==> config.mk <==
export PLATFORM = sky130hd
export DESIGN_NAME = intra4_pick_top
export DESIGN_NICKNAME = d
export VERILOG_FILES = /design/src/source/intra4_geom_pkg.sv /design/src/source/intra4_cost_pkg.sv /design/src/source/intra4_ifs.sv /design/src/source/intra4_ctx_capture.sv /design/src/source/intra4_predictor.sv /design/src/source/intra4_mode_eval.sv /design/src/source/intra4_best_select.sv /design/src/source/intra4_pick_top.sv
export SDC_FILE = /design/constraint.sdc
export NUM_CORES = 2
export LEC_CHECK = 0
export BUFFER_PORTS_ARGS = -buffer_cell sky130_fd_sc_hd__buf_4
export CORE_ASPECT_RATIO = 0.8
export CORE_MARGIN = 8
export CORE_UTILIZATION = 55
export CTS_BUF_LIST = sky130_fd_sc_hd__clkbuf_4
export DETAILED_ROUTE_END_ITERATION = 12
export HOLD_SLACK_MARGIN = 0.1
export PLACE_DENSITY = 0.74
export SLEW_MARGIN = 20
export SYNTH_ARGS = -nofsm -noshare
export SYNTH_HDL_FRONTEND = slang
export SYNTH_SLANG_ARGS = --single-unit
==> constraint.sdc <==
create_clock -name clk -period 16 [get_ports clk]
set_clock_uncertainty 0.15 [all_clocks]
set_input_delay 0 -clock clk [delete_from_list [all_inputs] [get_ports clk]]
set_output_delay 0 -clock clk [all_outputs]
set_load 0.02 [all_outputs]
==> src/source/intra4_geom_pkg.sv <==
// Assumes 8-bit luma and row-major 4x4 blocks with pixel 0 in the lowest byte
`default_nettype none

package intra4_geom_pkg;

    // One luma sample
    typedef logic [7:0] pixel_t;

    // Pixel (x, y) sits at index y*4 + x
    typedef pixel_t [15:0] blk4_t;

    // Top neighbours by x, left neighbours by y
    typedef pixel_t [3:0] edge4_t;

    // Mode order also sets the tie rule, lower value wins
    typedef enum logic [1:0] {
        DC = 2'd0,
        TM = 2'd1,
        VE = 2'd2,
        HE = 2'd3
    } mode_t;

    localparam int NUM_MODES = 4;

endpackage

`default_nettype wire

==> src/source/intra4_cost_pkg.sv <==
// Score width holds 256 x SSE plus lambda x cost only for lambda below 2^16
`default_nettype none

package intra4_cost_pkg;

    // Worst case is 16 x 255^2
    localparam int SSE_W = 21;

    typedef logic [31:0] score_t;

    typedef logic [11:0] cost_t;

    // Fixed header cost per mode, DC first
    localparam cost_t MODE_COST [intra4_geom_pkg::NUM_MODES] = '{
        12'd40,
        12'd1151,
        12'd1723,
        12'd1874
    };

endpackage

`default_nettype wire

==> src/source/intra4_ifs.sv <==
// Context data is only valid from its valid pulse up to the next accepted start
`default_nettype none

interface intra4_ctx_if #(
    parameter int LAMBDA_W = 16
);
    logic                    valid;
    intra4_geom_pkg::blk4_t  src;
    intra4_geom_pkg::edge4_t top;
    intra4_geom_pkg::edge4_t left;
    intra4_geom_pkg::pixel_t top_left;
    logic [LAMBDA_W-1:0]     lambda;

    modport source (output valid, src, top, left, top_left, lambda);
    modport sink   (input  valid, src, top, left, top_left, lambda);
endinterface

// No ready on this bus, the consumer takes one result per cycle
interface intra4_res_if;
    logic                          valid;
    logic                          last;
    intra4_geom_pkg::mode_t        mode;
    intra4_cost_pkg::score_t       score;
    intra4_geom_pkg::blk4_t        pred;

    modport source (output valid, last, mode, score, pred);
    modport sink   (input  valid, last, mode, score, pred);
endinterface

`default_nettype wire

==> src/source/intra4_ctx_capture.sv <==
// Starts that arrive while busy are dropped, context is held until the next accepted start
`default_nettype none

module intra4_ctx_capture #(
    parameter int LAMBDA_W = 16
) (
    input  logic                    clk,
    input  logic                    rst_n,
    input  logic                    start_i,
    input  logic                    done_i,
    input  intra4_geom_pkg::blk4_t  src_i,
    input  intra4_geom_pkg::edge4_t top_i,
    input  intra4_geom_pkg::edge4_t left_i,
    input  intra4_geom_pkg::pixel_t top_left_i,
    input  logic [LAMBDA_W-1:0]     lambda_i,
    output logic                    busy_o,
    intra4_ctx_if.source            ctx
);

    logic busy_q;
    logic accept;

    // Busy drops in the done cycle so a new start can follow at once
    assign busy_o = busy_q & ~done_i;
    assign accept = start_i & ~busy_o;

    always_ff @(posedge clk or negedge rst_n) begin
        if (!rst_n) begin
            busy_q    <= 1'b0;
            ctx.valid <= 1'b0;
        end else begin
            ctx.valid <= accept;
            if (accept) begin
                busy_q <= 1'b1;
            end else if (done_i) begin
                busy_q <= 1'b0;
            end
        end
    end

    always_ff @(posedge clk) begin
        if (accept) begin
            ctx.src      <= src_i;
            ctx.top      <= top_i;
            ctx.left     <= left_i;
            ctx.top_left <= top_left_i;
            ctx.lambda   <= lambda_i;
        end
    end

endmodule

`default_nettype wire

==> src/source/intra4_predictor.sv <==
// Plain VE and HE without edge smoothing, no top-right context is used
`default_nettype none

module intra4_predictor (
    input  intra4_geom_pkg::edge4_t top_i,
    input  intra4_geom_pkg::edge4_t left_i,
    input  intra4_geom_pkg::pixel_t top_left_i,
    input  intra4_geom_pkg::mode_t  mode_i,
    output intra4_geom_pkg::blk4_t  pred_o
);

    logic [10:0]             dc_sum;
    intra4_geom_pkg::pixel_t dc_val;

    // Rounded mean of the eight neighbours
    always_comb begin
        dc_sum = 11'd4;
        for (int k = 0; k < 4; k++) begin
            dc_sum = dc_sum + 11'(top_i[k]) + 11'(left_i[k]);
        end
    end

    assign dc_val = dc_sum[10:3];

    always_comb begin : pred_gen
        logic signed [9:0] grad;
        grad = '0;
        for (int y = 0; y < 4; y++) begin
            for (int x = 0; x < 4; x++) begin
                case (mode_i)
                    intra4_geom_pkg::DC: begin
                        pred_o[y*4 + x] = dc_val;
                    end
                    intra4_geom_pkg::TM: begin
                        grad = $signed({2'b00, left_i[y]}) + $signed({2'b00, top_i[x]})
                             - $signed({2'b00, top_left_i});
                        // Clip gradient to the pixel range
                        if (grad < 0) begin
                            pred_o[y*4 + x] = 8'd0;
                        end else if (grad > 10'sd255) begin
                            pred_o[y*4 + x] = 8'd255;
                        end else begin
                            pred_o[y*4 + x] = grad[7:0];
                        end
                    end
                    intra4_geom_pkg::VE: begin
                        pred_o[y*4 + x] = top_i[x];
                    end
                    default: begin
                        pred_o[y*4 + x] = left_i[y];
                    end
                endcase
            end
        end
    end

endmodule

`default_nettype wire

==> src/source/intra4_mode_eval.sv <==
// Issues DC, TM, VE, HE back to back after each context pulse, two cycles per mode
`default_nettype none

module intra4_mode_eval #(
    parameter int LAMBDA_W = 16
) (
    input  logic          clk,
    input  logic          rst_n,
    intra4_ctx_if.sink    ctx,
    intra4_res_if.source  res
);

    logic [1:0]                           cnt_q;
    logic                                 run_q;
    logic                                 issue;
    intra4_geom_pkg::mode_t               cur_mode;
    intra4_geom_pkg::blk4_t               cur_pred;
    logic [15:0]                          sq_next [16];
    logic                                 s1_valid;
    logic                                 s1_last;
    intra4_geom_pkg::mode_t               s1_mode;
    intra4_geom_pkg::blk4_t               s1_pred;
    logic [15:0]                          s1_sq [16];
    logic [intra4_cost_pkg::SSE_W-1:0]    sse;
    logic [LAMBDA_W-1:0]                  lambda;
    intra4_cost_pkg::score_t              rd_cost;
    intra4_cost_pkg::score_t              score;

    // ------------------------------------------------------------------------
    // Mode issue
    // ------------------------------------------------------------------------
    assign issue    = ctx.valid | run_q;
    assign cur_mode = intra4_geom_pkg::mode_t'(cnt_q);

    always_ff @(posedge clk or negedge rst_n) begin
        if (!rst_n) begin
            cnt_q <= 2'd0;
            run_q <= 1'b0;
        end else if (issue) begin
            // Counter wraps back to DC after HE
            cnt_q <= cnt_q + 2'd1;
            run_q <= (cnt_q != 2'd3);
        end
    end

    intra4_predictor i_intra4_predictor (
        .top_i      (ctx.top),
        .left_i     (ctx.left),
        .top_left_i (ctx.top_left),
        .mode_i     (cur_mode),
        .pred_o     (cur_pred)
    );

    always_comb begin : sq_gen
        logic [7:0] diff;
        diff = '0;
        for (int i = 0; i < 16; i++) begin
            diff = (ctx.src[i] > cur_pred[i]) ? ctx.src[i] - cur_pred[i]
                                              : cur_pred[i] - ctx.src[i];
            sq_next[i] = diff * diff;
        end
    end

    // ------------------------------------------------------------------------
    // Stage 1 and stage 2
    // ------------------------------------------------------------------------
    always_ff @(posedge clk or negedge rst_n) begin
        if (!rst_n) begin
            s1_valid  <= 1'b0;
            s1_last   <= 1'b0;
            res.valid <= 1'b0;
            res.last  <= 1'b0;
        end else begin
            s1_valid  <= issue;
            s1_last   <= issue & (cnt_q == 2'd3);
            res.valid <= s1_valid;
            res.last  <= s1_valid & s1_last;
        end
    end

    always_ff @(posedge clk) begin
        if (issue) begin
            s1_mode <= cur_mode;
            s1_pred <= cur_pred;
            s1_sq   <= sq_next;
        end
    end

    always_comb begin
        sse = '0;
        for (int i = 0; i < 16; i++) begin
            sse = sse + intra4_cost_pkg::SSE_W'(s1_sq[i]);
        end
    end

    assign lambda  = ctx.lambda;
    assign rd_cost = intra4_cost_pkg::score_t'(lambda)
                   * intra4_cost_pkg::score_t'(intra4_cost_pkg::MODE_COST[s1_mode]);
    assign score   = (intra4_cost_pkg::score_t'(sse) << 8) + rd_cost;

    always_ff @(posedge clk) begin
        if (s1_valid) begin
            res.mode  <= s1_mode;
            res.score <= score;
            res.pred  <= s1_pred;
        end
    end

endmodule

`default_nettype wire

==> src/source/intra4_best_select.sv <==
// Expects results in mode order starting with DC, outputs hold until the next done
`default_nettype none

module intra4_best_select (
    input  logic                    clk,
    input  logic                    rst_n,
    intra4_res_if.sink              res,
    output intra4_geom_pkg::mode_t  best_mode_o,
    output intra4_cost_pkg::score_t best_score_o,
    output intra4_geom_pkg::blk4_t  best_pred_o,
    output logic                    done_o
);

    logic                    take;
    intra4_geom_pkg::mode_t  run_mode;
    intra4_cost_pkg::score_t run_score;
    intra4_geom_pkg::blk4_t  run_pred;

    // DC seeds the fold, later modes need a strictly lower score
    assign take = (res.mode == intra4_geom_pkg::DC) || (res.score < run_score);

    always_ff @(posedge clk) begin
        if (res.valid && take) begin
            run_mode  <= res.mode;
            run_score <= res.score;
            run_pred  <= res.pred;
        end
    end

    // Final fold goes straight to the outputs with done
    always_ff @(posedge clk or negedge rst_n) begin
        if (!rst_n) begin
            best_mode_o  <= intra4_geom_pkg::DC;
            best_score_o <= '0;
            best_pred_o  <= '0;
            done_o       <= 1'b0;
        end else begin
            done_o <= res.valid & res.last;
            if (res.valid && res.last) begin
                best_mode_o  <= take ? res.mode  : run_mode;
                best_score_o <= take ? res.score : run_score;
                best_pred_o  <= take ? res.pred  : run_pred;
            end
        end
    end

endmodule

`default_nettype wire

==> src/source/intra4_pick_top.sv <==
// One 4x4 luma block per request, done follows an accepted start by six cycles
`default_nettype none

module intra4_pick_top #(
    parameter int LAMBDA_W = 16
) (
    input  logic                    clk,
    input  logic                    rst_n,
    input  logic                    start_i,
    input  intra4_geom_pkg::blk4_t  src_i,
    input  intra4_geom_pkg::edge4_t top_i,
    input  intra4_geom_pkg::edge4_t left_i,
    input  intra4_geom_pkg::pixel_t top_left_i,
    input  logic [LAMBDA_W-1:0]     lambda_i,
    output logic                    busy_o,
    output logic                    done_o,
    output intra4_geom_pkg::mode_t  best_mode_o,
    output intra4_cost_pkg::score_t best_score_o,
    output intra4_geom_pkg::blk4_t  best_pred_o
);

    intra4_ctx_if #(.LAMBDA_W(LAMBDA_W)) ctx_bus ();
    intra4_res_if                        res_bus ();

    intra4_ctx_capture #(.LAMBDA_W(LAMBDA_W)) i_intra4_ctx_capture (
        .clk        (clk),
        .rst_n      (rst_n),
        .start_i    (start_i),
        .done_i     (done_o),
        .src_i      (src_i),
        .top_i      (top_i),
        .left_i     (left_i),
        .top_left_i (top_left_i),
        .lambda_i   (lambda_i),
        .busy_o     (busy_o),
        .ctx        (ctx_bus.source)
    );

    intra4_mode_eval #(.LAMBDA_W(LAMBDA_W)) i_intra4_mode_eval (
        .clk   (clk),
        .rst_n (rst_n),
        .ctx   (ctx_bus.sink),
        .res   (res_bus.source)
    );

    intra4_best_select i_intra4_best_select (
        .clk          (clk),
        .rst_n        (rst_n),
        .res          (res_bus.sink),
        .best_mode_o  (best_mode_o),
        .best_score_o (best_score_o),
        .best_pred_o  (best_pred_o),
        .done_o       (done_o)
    );

endmodule

`default_nettype wire

==> results.ini <==
[clocking]
htree_levels = 5
clk_pin_slew_ns = 0.07
postCtsSetupBuffers = 0
clock_path_buffers = 4
clock_sinks = 1076
ctsResizeCount = 0
cts_hold_buf = 657
cts_root_buf = clkbuf_4
clock_latency_ns = 1.39
numCtsBuffers = 303
cts_tree = yes

[run_status]
outcome = finished, final reports clean

[yosys]
synth_top_family_by_area = adder cells
synth-seq-cells = 1076
synth_adder_area_share_pct = 32.5
synth_compound_area_share_pct = 10.8
yosys.cell_types.count = 121
async_reset_ff_share_pct = 15.8
synth_area_sq_um = 97600
yosys_warnings = 0
syn_inst = 9372
postSynthAreaPerCell_sq_um = 10.4
ys_seq_area_share_pct = 32.2
synth_xor_area_share_pct = 4.66
synth_mux_area_share_pct = 2.17
synth-edff-count = 906
synth-simple-area-share_pct = 9.63
ys.flop_type = edfxtp_1

[timing]
hold_viol_final = 0
period_needed_ns = 13.32
rsz0062_at_grt = false
setup_tns_ns = 0
timing.final.ws_setup_ns = 2.68
fin_crit_sh_pct = 83.2
slew_headroom_pct = 14.5
slew_violations = 0
worst_pin_slew_ns = 1.28
setup_viol = 0
max_freq_mhz = 75.1

[layout]
final_cell_mix = 1904 x inv_1, 1036 x ha_1, 937 x fa_1
n_fill_cell = 13800
multiInputGateArea_sq_um = 58400
post_route_cells_drive_above_1_share_pct = 11.0
seq_area_sq_um = 31500
syn2layout_area_growth_pct = 17.1
final_common_cell = inv_1
final_cells = 13300
layout.nets = 12900

[setup_path]
start_kind = register
path_class = register to register
cp_top_family = compound AO/OA/AOI/OAI gates
cp_slowest_cell = a21boi_0
setup.worst_path.end_class = register
path_max_fanout = 10
critPathBufInv = 10
required_ns = 16.85
arrival_ns = 14.17
max_stage_delay_ns = 0.65

[global_route]
track_usage_pct = 33.9
gr-total-overflow = 0
grt_max_degree = 170
antenna_found_initial = 27
grt_pass1_vias = 77100
grt_pass1_wl_um = 484000

[detailed_routing]
routed_wl_um = 327000
vias_per_cell = 5.66
first_pass_iters = 7
wl_per_cell_um = 24.5
vias = 75300
ant_nets = 0
drt_iter0_drc = 6983
drc_errors = 0

[placed_design]
place_hpwl_um = 250000
placed_cells_incl_taps = 12100
portBuffers = 380
place_congestion = 1.04
dp_slack_ns = 3.08

[pwr]
p_sw_share_pct = 24.7
clkPwrFrac_pct = 43.2
p_seq_share_pct = 49.5
power_per_cell_area_nw_per_um2 = 53.4
p_sw_mw = 1.50
ir_drop_v = 0.0000726
p_int_mw = 4.60
pwr-share-comb_pct = 7.3
p_leak_nw = 54.1

[floorplan]
coreArea_sq_um = 177000
floorplan.initialDensity_pct = 55.3
rows = 138
ioPinCount = 383
fp.dieH_um = 393
fp.dieW_um = 487
dieArea_sq_um = 191000

[run]
drv_cap = 0

[min_path]
min-delay-path-class = register to register

## per-stage QoR
| stage | util [%] | power (mW) | area, sq um | hold WS [ns] |
|---|---|---|---|---|
| final | 64.7 | 6.10 | 114000 | 0.210 |
| after global routing | 64.7 | 6.32 | 114000 | 0.168 |
| after CTS | 64.6 | 6.10 | 114000 | 0.143 |
| after detailed placement | 58.8 | 3.39 | 104000 | -0.0500 |
| after global placement | 58.8 | 3.38 | 104000 | -0.0576 |
| after floorplan | - | 3.28 | 97600 | -0.446 |
## metal layers
metal / GRT usage (%) / vias up / wire (um)
met5: 0 / - / 50
met4: 15.4 / 6 / 17500
met3: 9.40 / 838 / 33100
met2: 52.2 / 3505 / 143000
met1: 44.9 / 37200 / 133000
li1: - / 33800 / -
## cell usage after synthesis, types with 108 or more instances
library cell,count,area share (%)
clkbuf_1,108,0.42
mux2i_1,194,2.0
o21ai_0,429,2.2
o21a_1,111,0.85
inv_1,1905,7.3
nor2_1,610,2.3
ha_1,1038,13
nand2_1,397,1.5
nor2b_1,161,1.0
a21o_1,168,1.3
xnor2_1,361,3.2
edfxtp_1,906,28
nand2b_1,111,0.71
a21oi_1,450,2.3
dfrtp_1,170,4.4
and2_1,113,0.72
fa_1,937,19
xor2_1,115,1.0
nor3_1,109,0.56
## flip-flops by register name, indices dropped and copies added, names as in the netlist, 2 cells and up
signal and flops:
i_intra4_mode_eval.cnt_q 2, i_intra4_best_select.run_score 30, i_intra4_ctx_capture.ctx.top_left 8, i_intra4_ctx_capture.ctx.src 128, i_intra4_best_select.best_mode_o 2, i_intra4_best_select.best_score_o 30
i_intra4_mode_eval.s1_sq 240, i_intra4_mode_eval.s1_pred 128, i_intra4_mode_eval.res.pred 128, i_intra4_ctx_capture.ctx.left 32, i_intra4_best_select.best_pred_o 128, i_intra4_mode_eval.s1_mode 2
i_intra4_mode_eval.res.score 30, i_intra4_mode_eval.res.mode 2, i_intra4_ctx_capture.ctx.lambda 16, i_intra4_best_select.run_mode 2, i_intra4_ctx_capture.ctx.top 32, i_intra4_best_select.run_pred 128
## worst register-to-register path, delay by kind of cell, from the launching register on
family	cells	cell delay (ns)
AND/OR/NAND/NOR	6	0.92
XOR/XNOR	3	0.51
AO/OA/AOI/OAI	21	4.76
adder cells (fa/ha/maj)	11	4.66
flip-flops	1	0.49
buffers and inverters	10	1.49
## final cells by class
type	count	area share [%]
antenna	30	0.0657
tap	2380	2.61
clock buffer	418	2.75
sequential	1076	27.5
multi-input combinational	6246	51.1
timing repair buffer	1160	9.11
clock inverter	103	0.525
inverter	1906	6.27
## power groups by stage
stage	sequential, mW	combinational [mW]	clock, mW
after global routing	3.02	0.485	2.82
after CTS	3.02	0.433	2.65
after floorplan	3.08	0.199	0
final	3.02	0.444	2.63
after detailed placement	3.08	0.305	0
after global placement	3.08	0.298	0
## logic make-up after synthesis
family	after synthesis
buf+inv	2056
fa+ha+maj	1975
simple gates	1916
compound gates	1640
flops	1076
xor+xnor	498
mux	209
other cells	2
## worst paths after layout
| kind | startpoint | endpoint | slack, ns | cells past startpoint |
|---|---|---|---|---|
| min in group asynchronous | rst_n | i_intra4_best_select.best_pred_o[43] | 0.84 | 6 |
| min | i_intra4_mode_eval.s1_pred[43] | i_intra4_mode_eval.res.pred[43] | 0.21 | 0 |
| min reg2reg | i_intra4_mode_eval.s1_pred[43] | i_intra4_mode_eval.res.pred[43] | 0.21 | 0 |
| max | i_intra4_ctx_capture.ctx.top[2] | i_intra4_mode_eval.s1_sq[191] | 2.68 | 51 |
| max in group asynchronous | rst_n | i_intra4_mode_eval.s1_valid | 13.47 | 7 |
| max reg2reg | i_intra4_ctx_capture.ctx.top[2] | i_intra4_mode_eval.s1_sq[191] | 2.68 | 51 |
No activity file was read; power rests on OpenSTA's default activity.
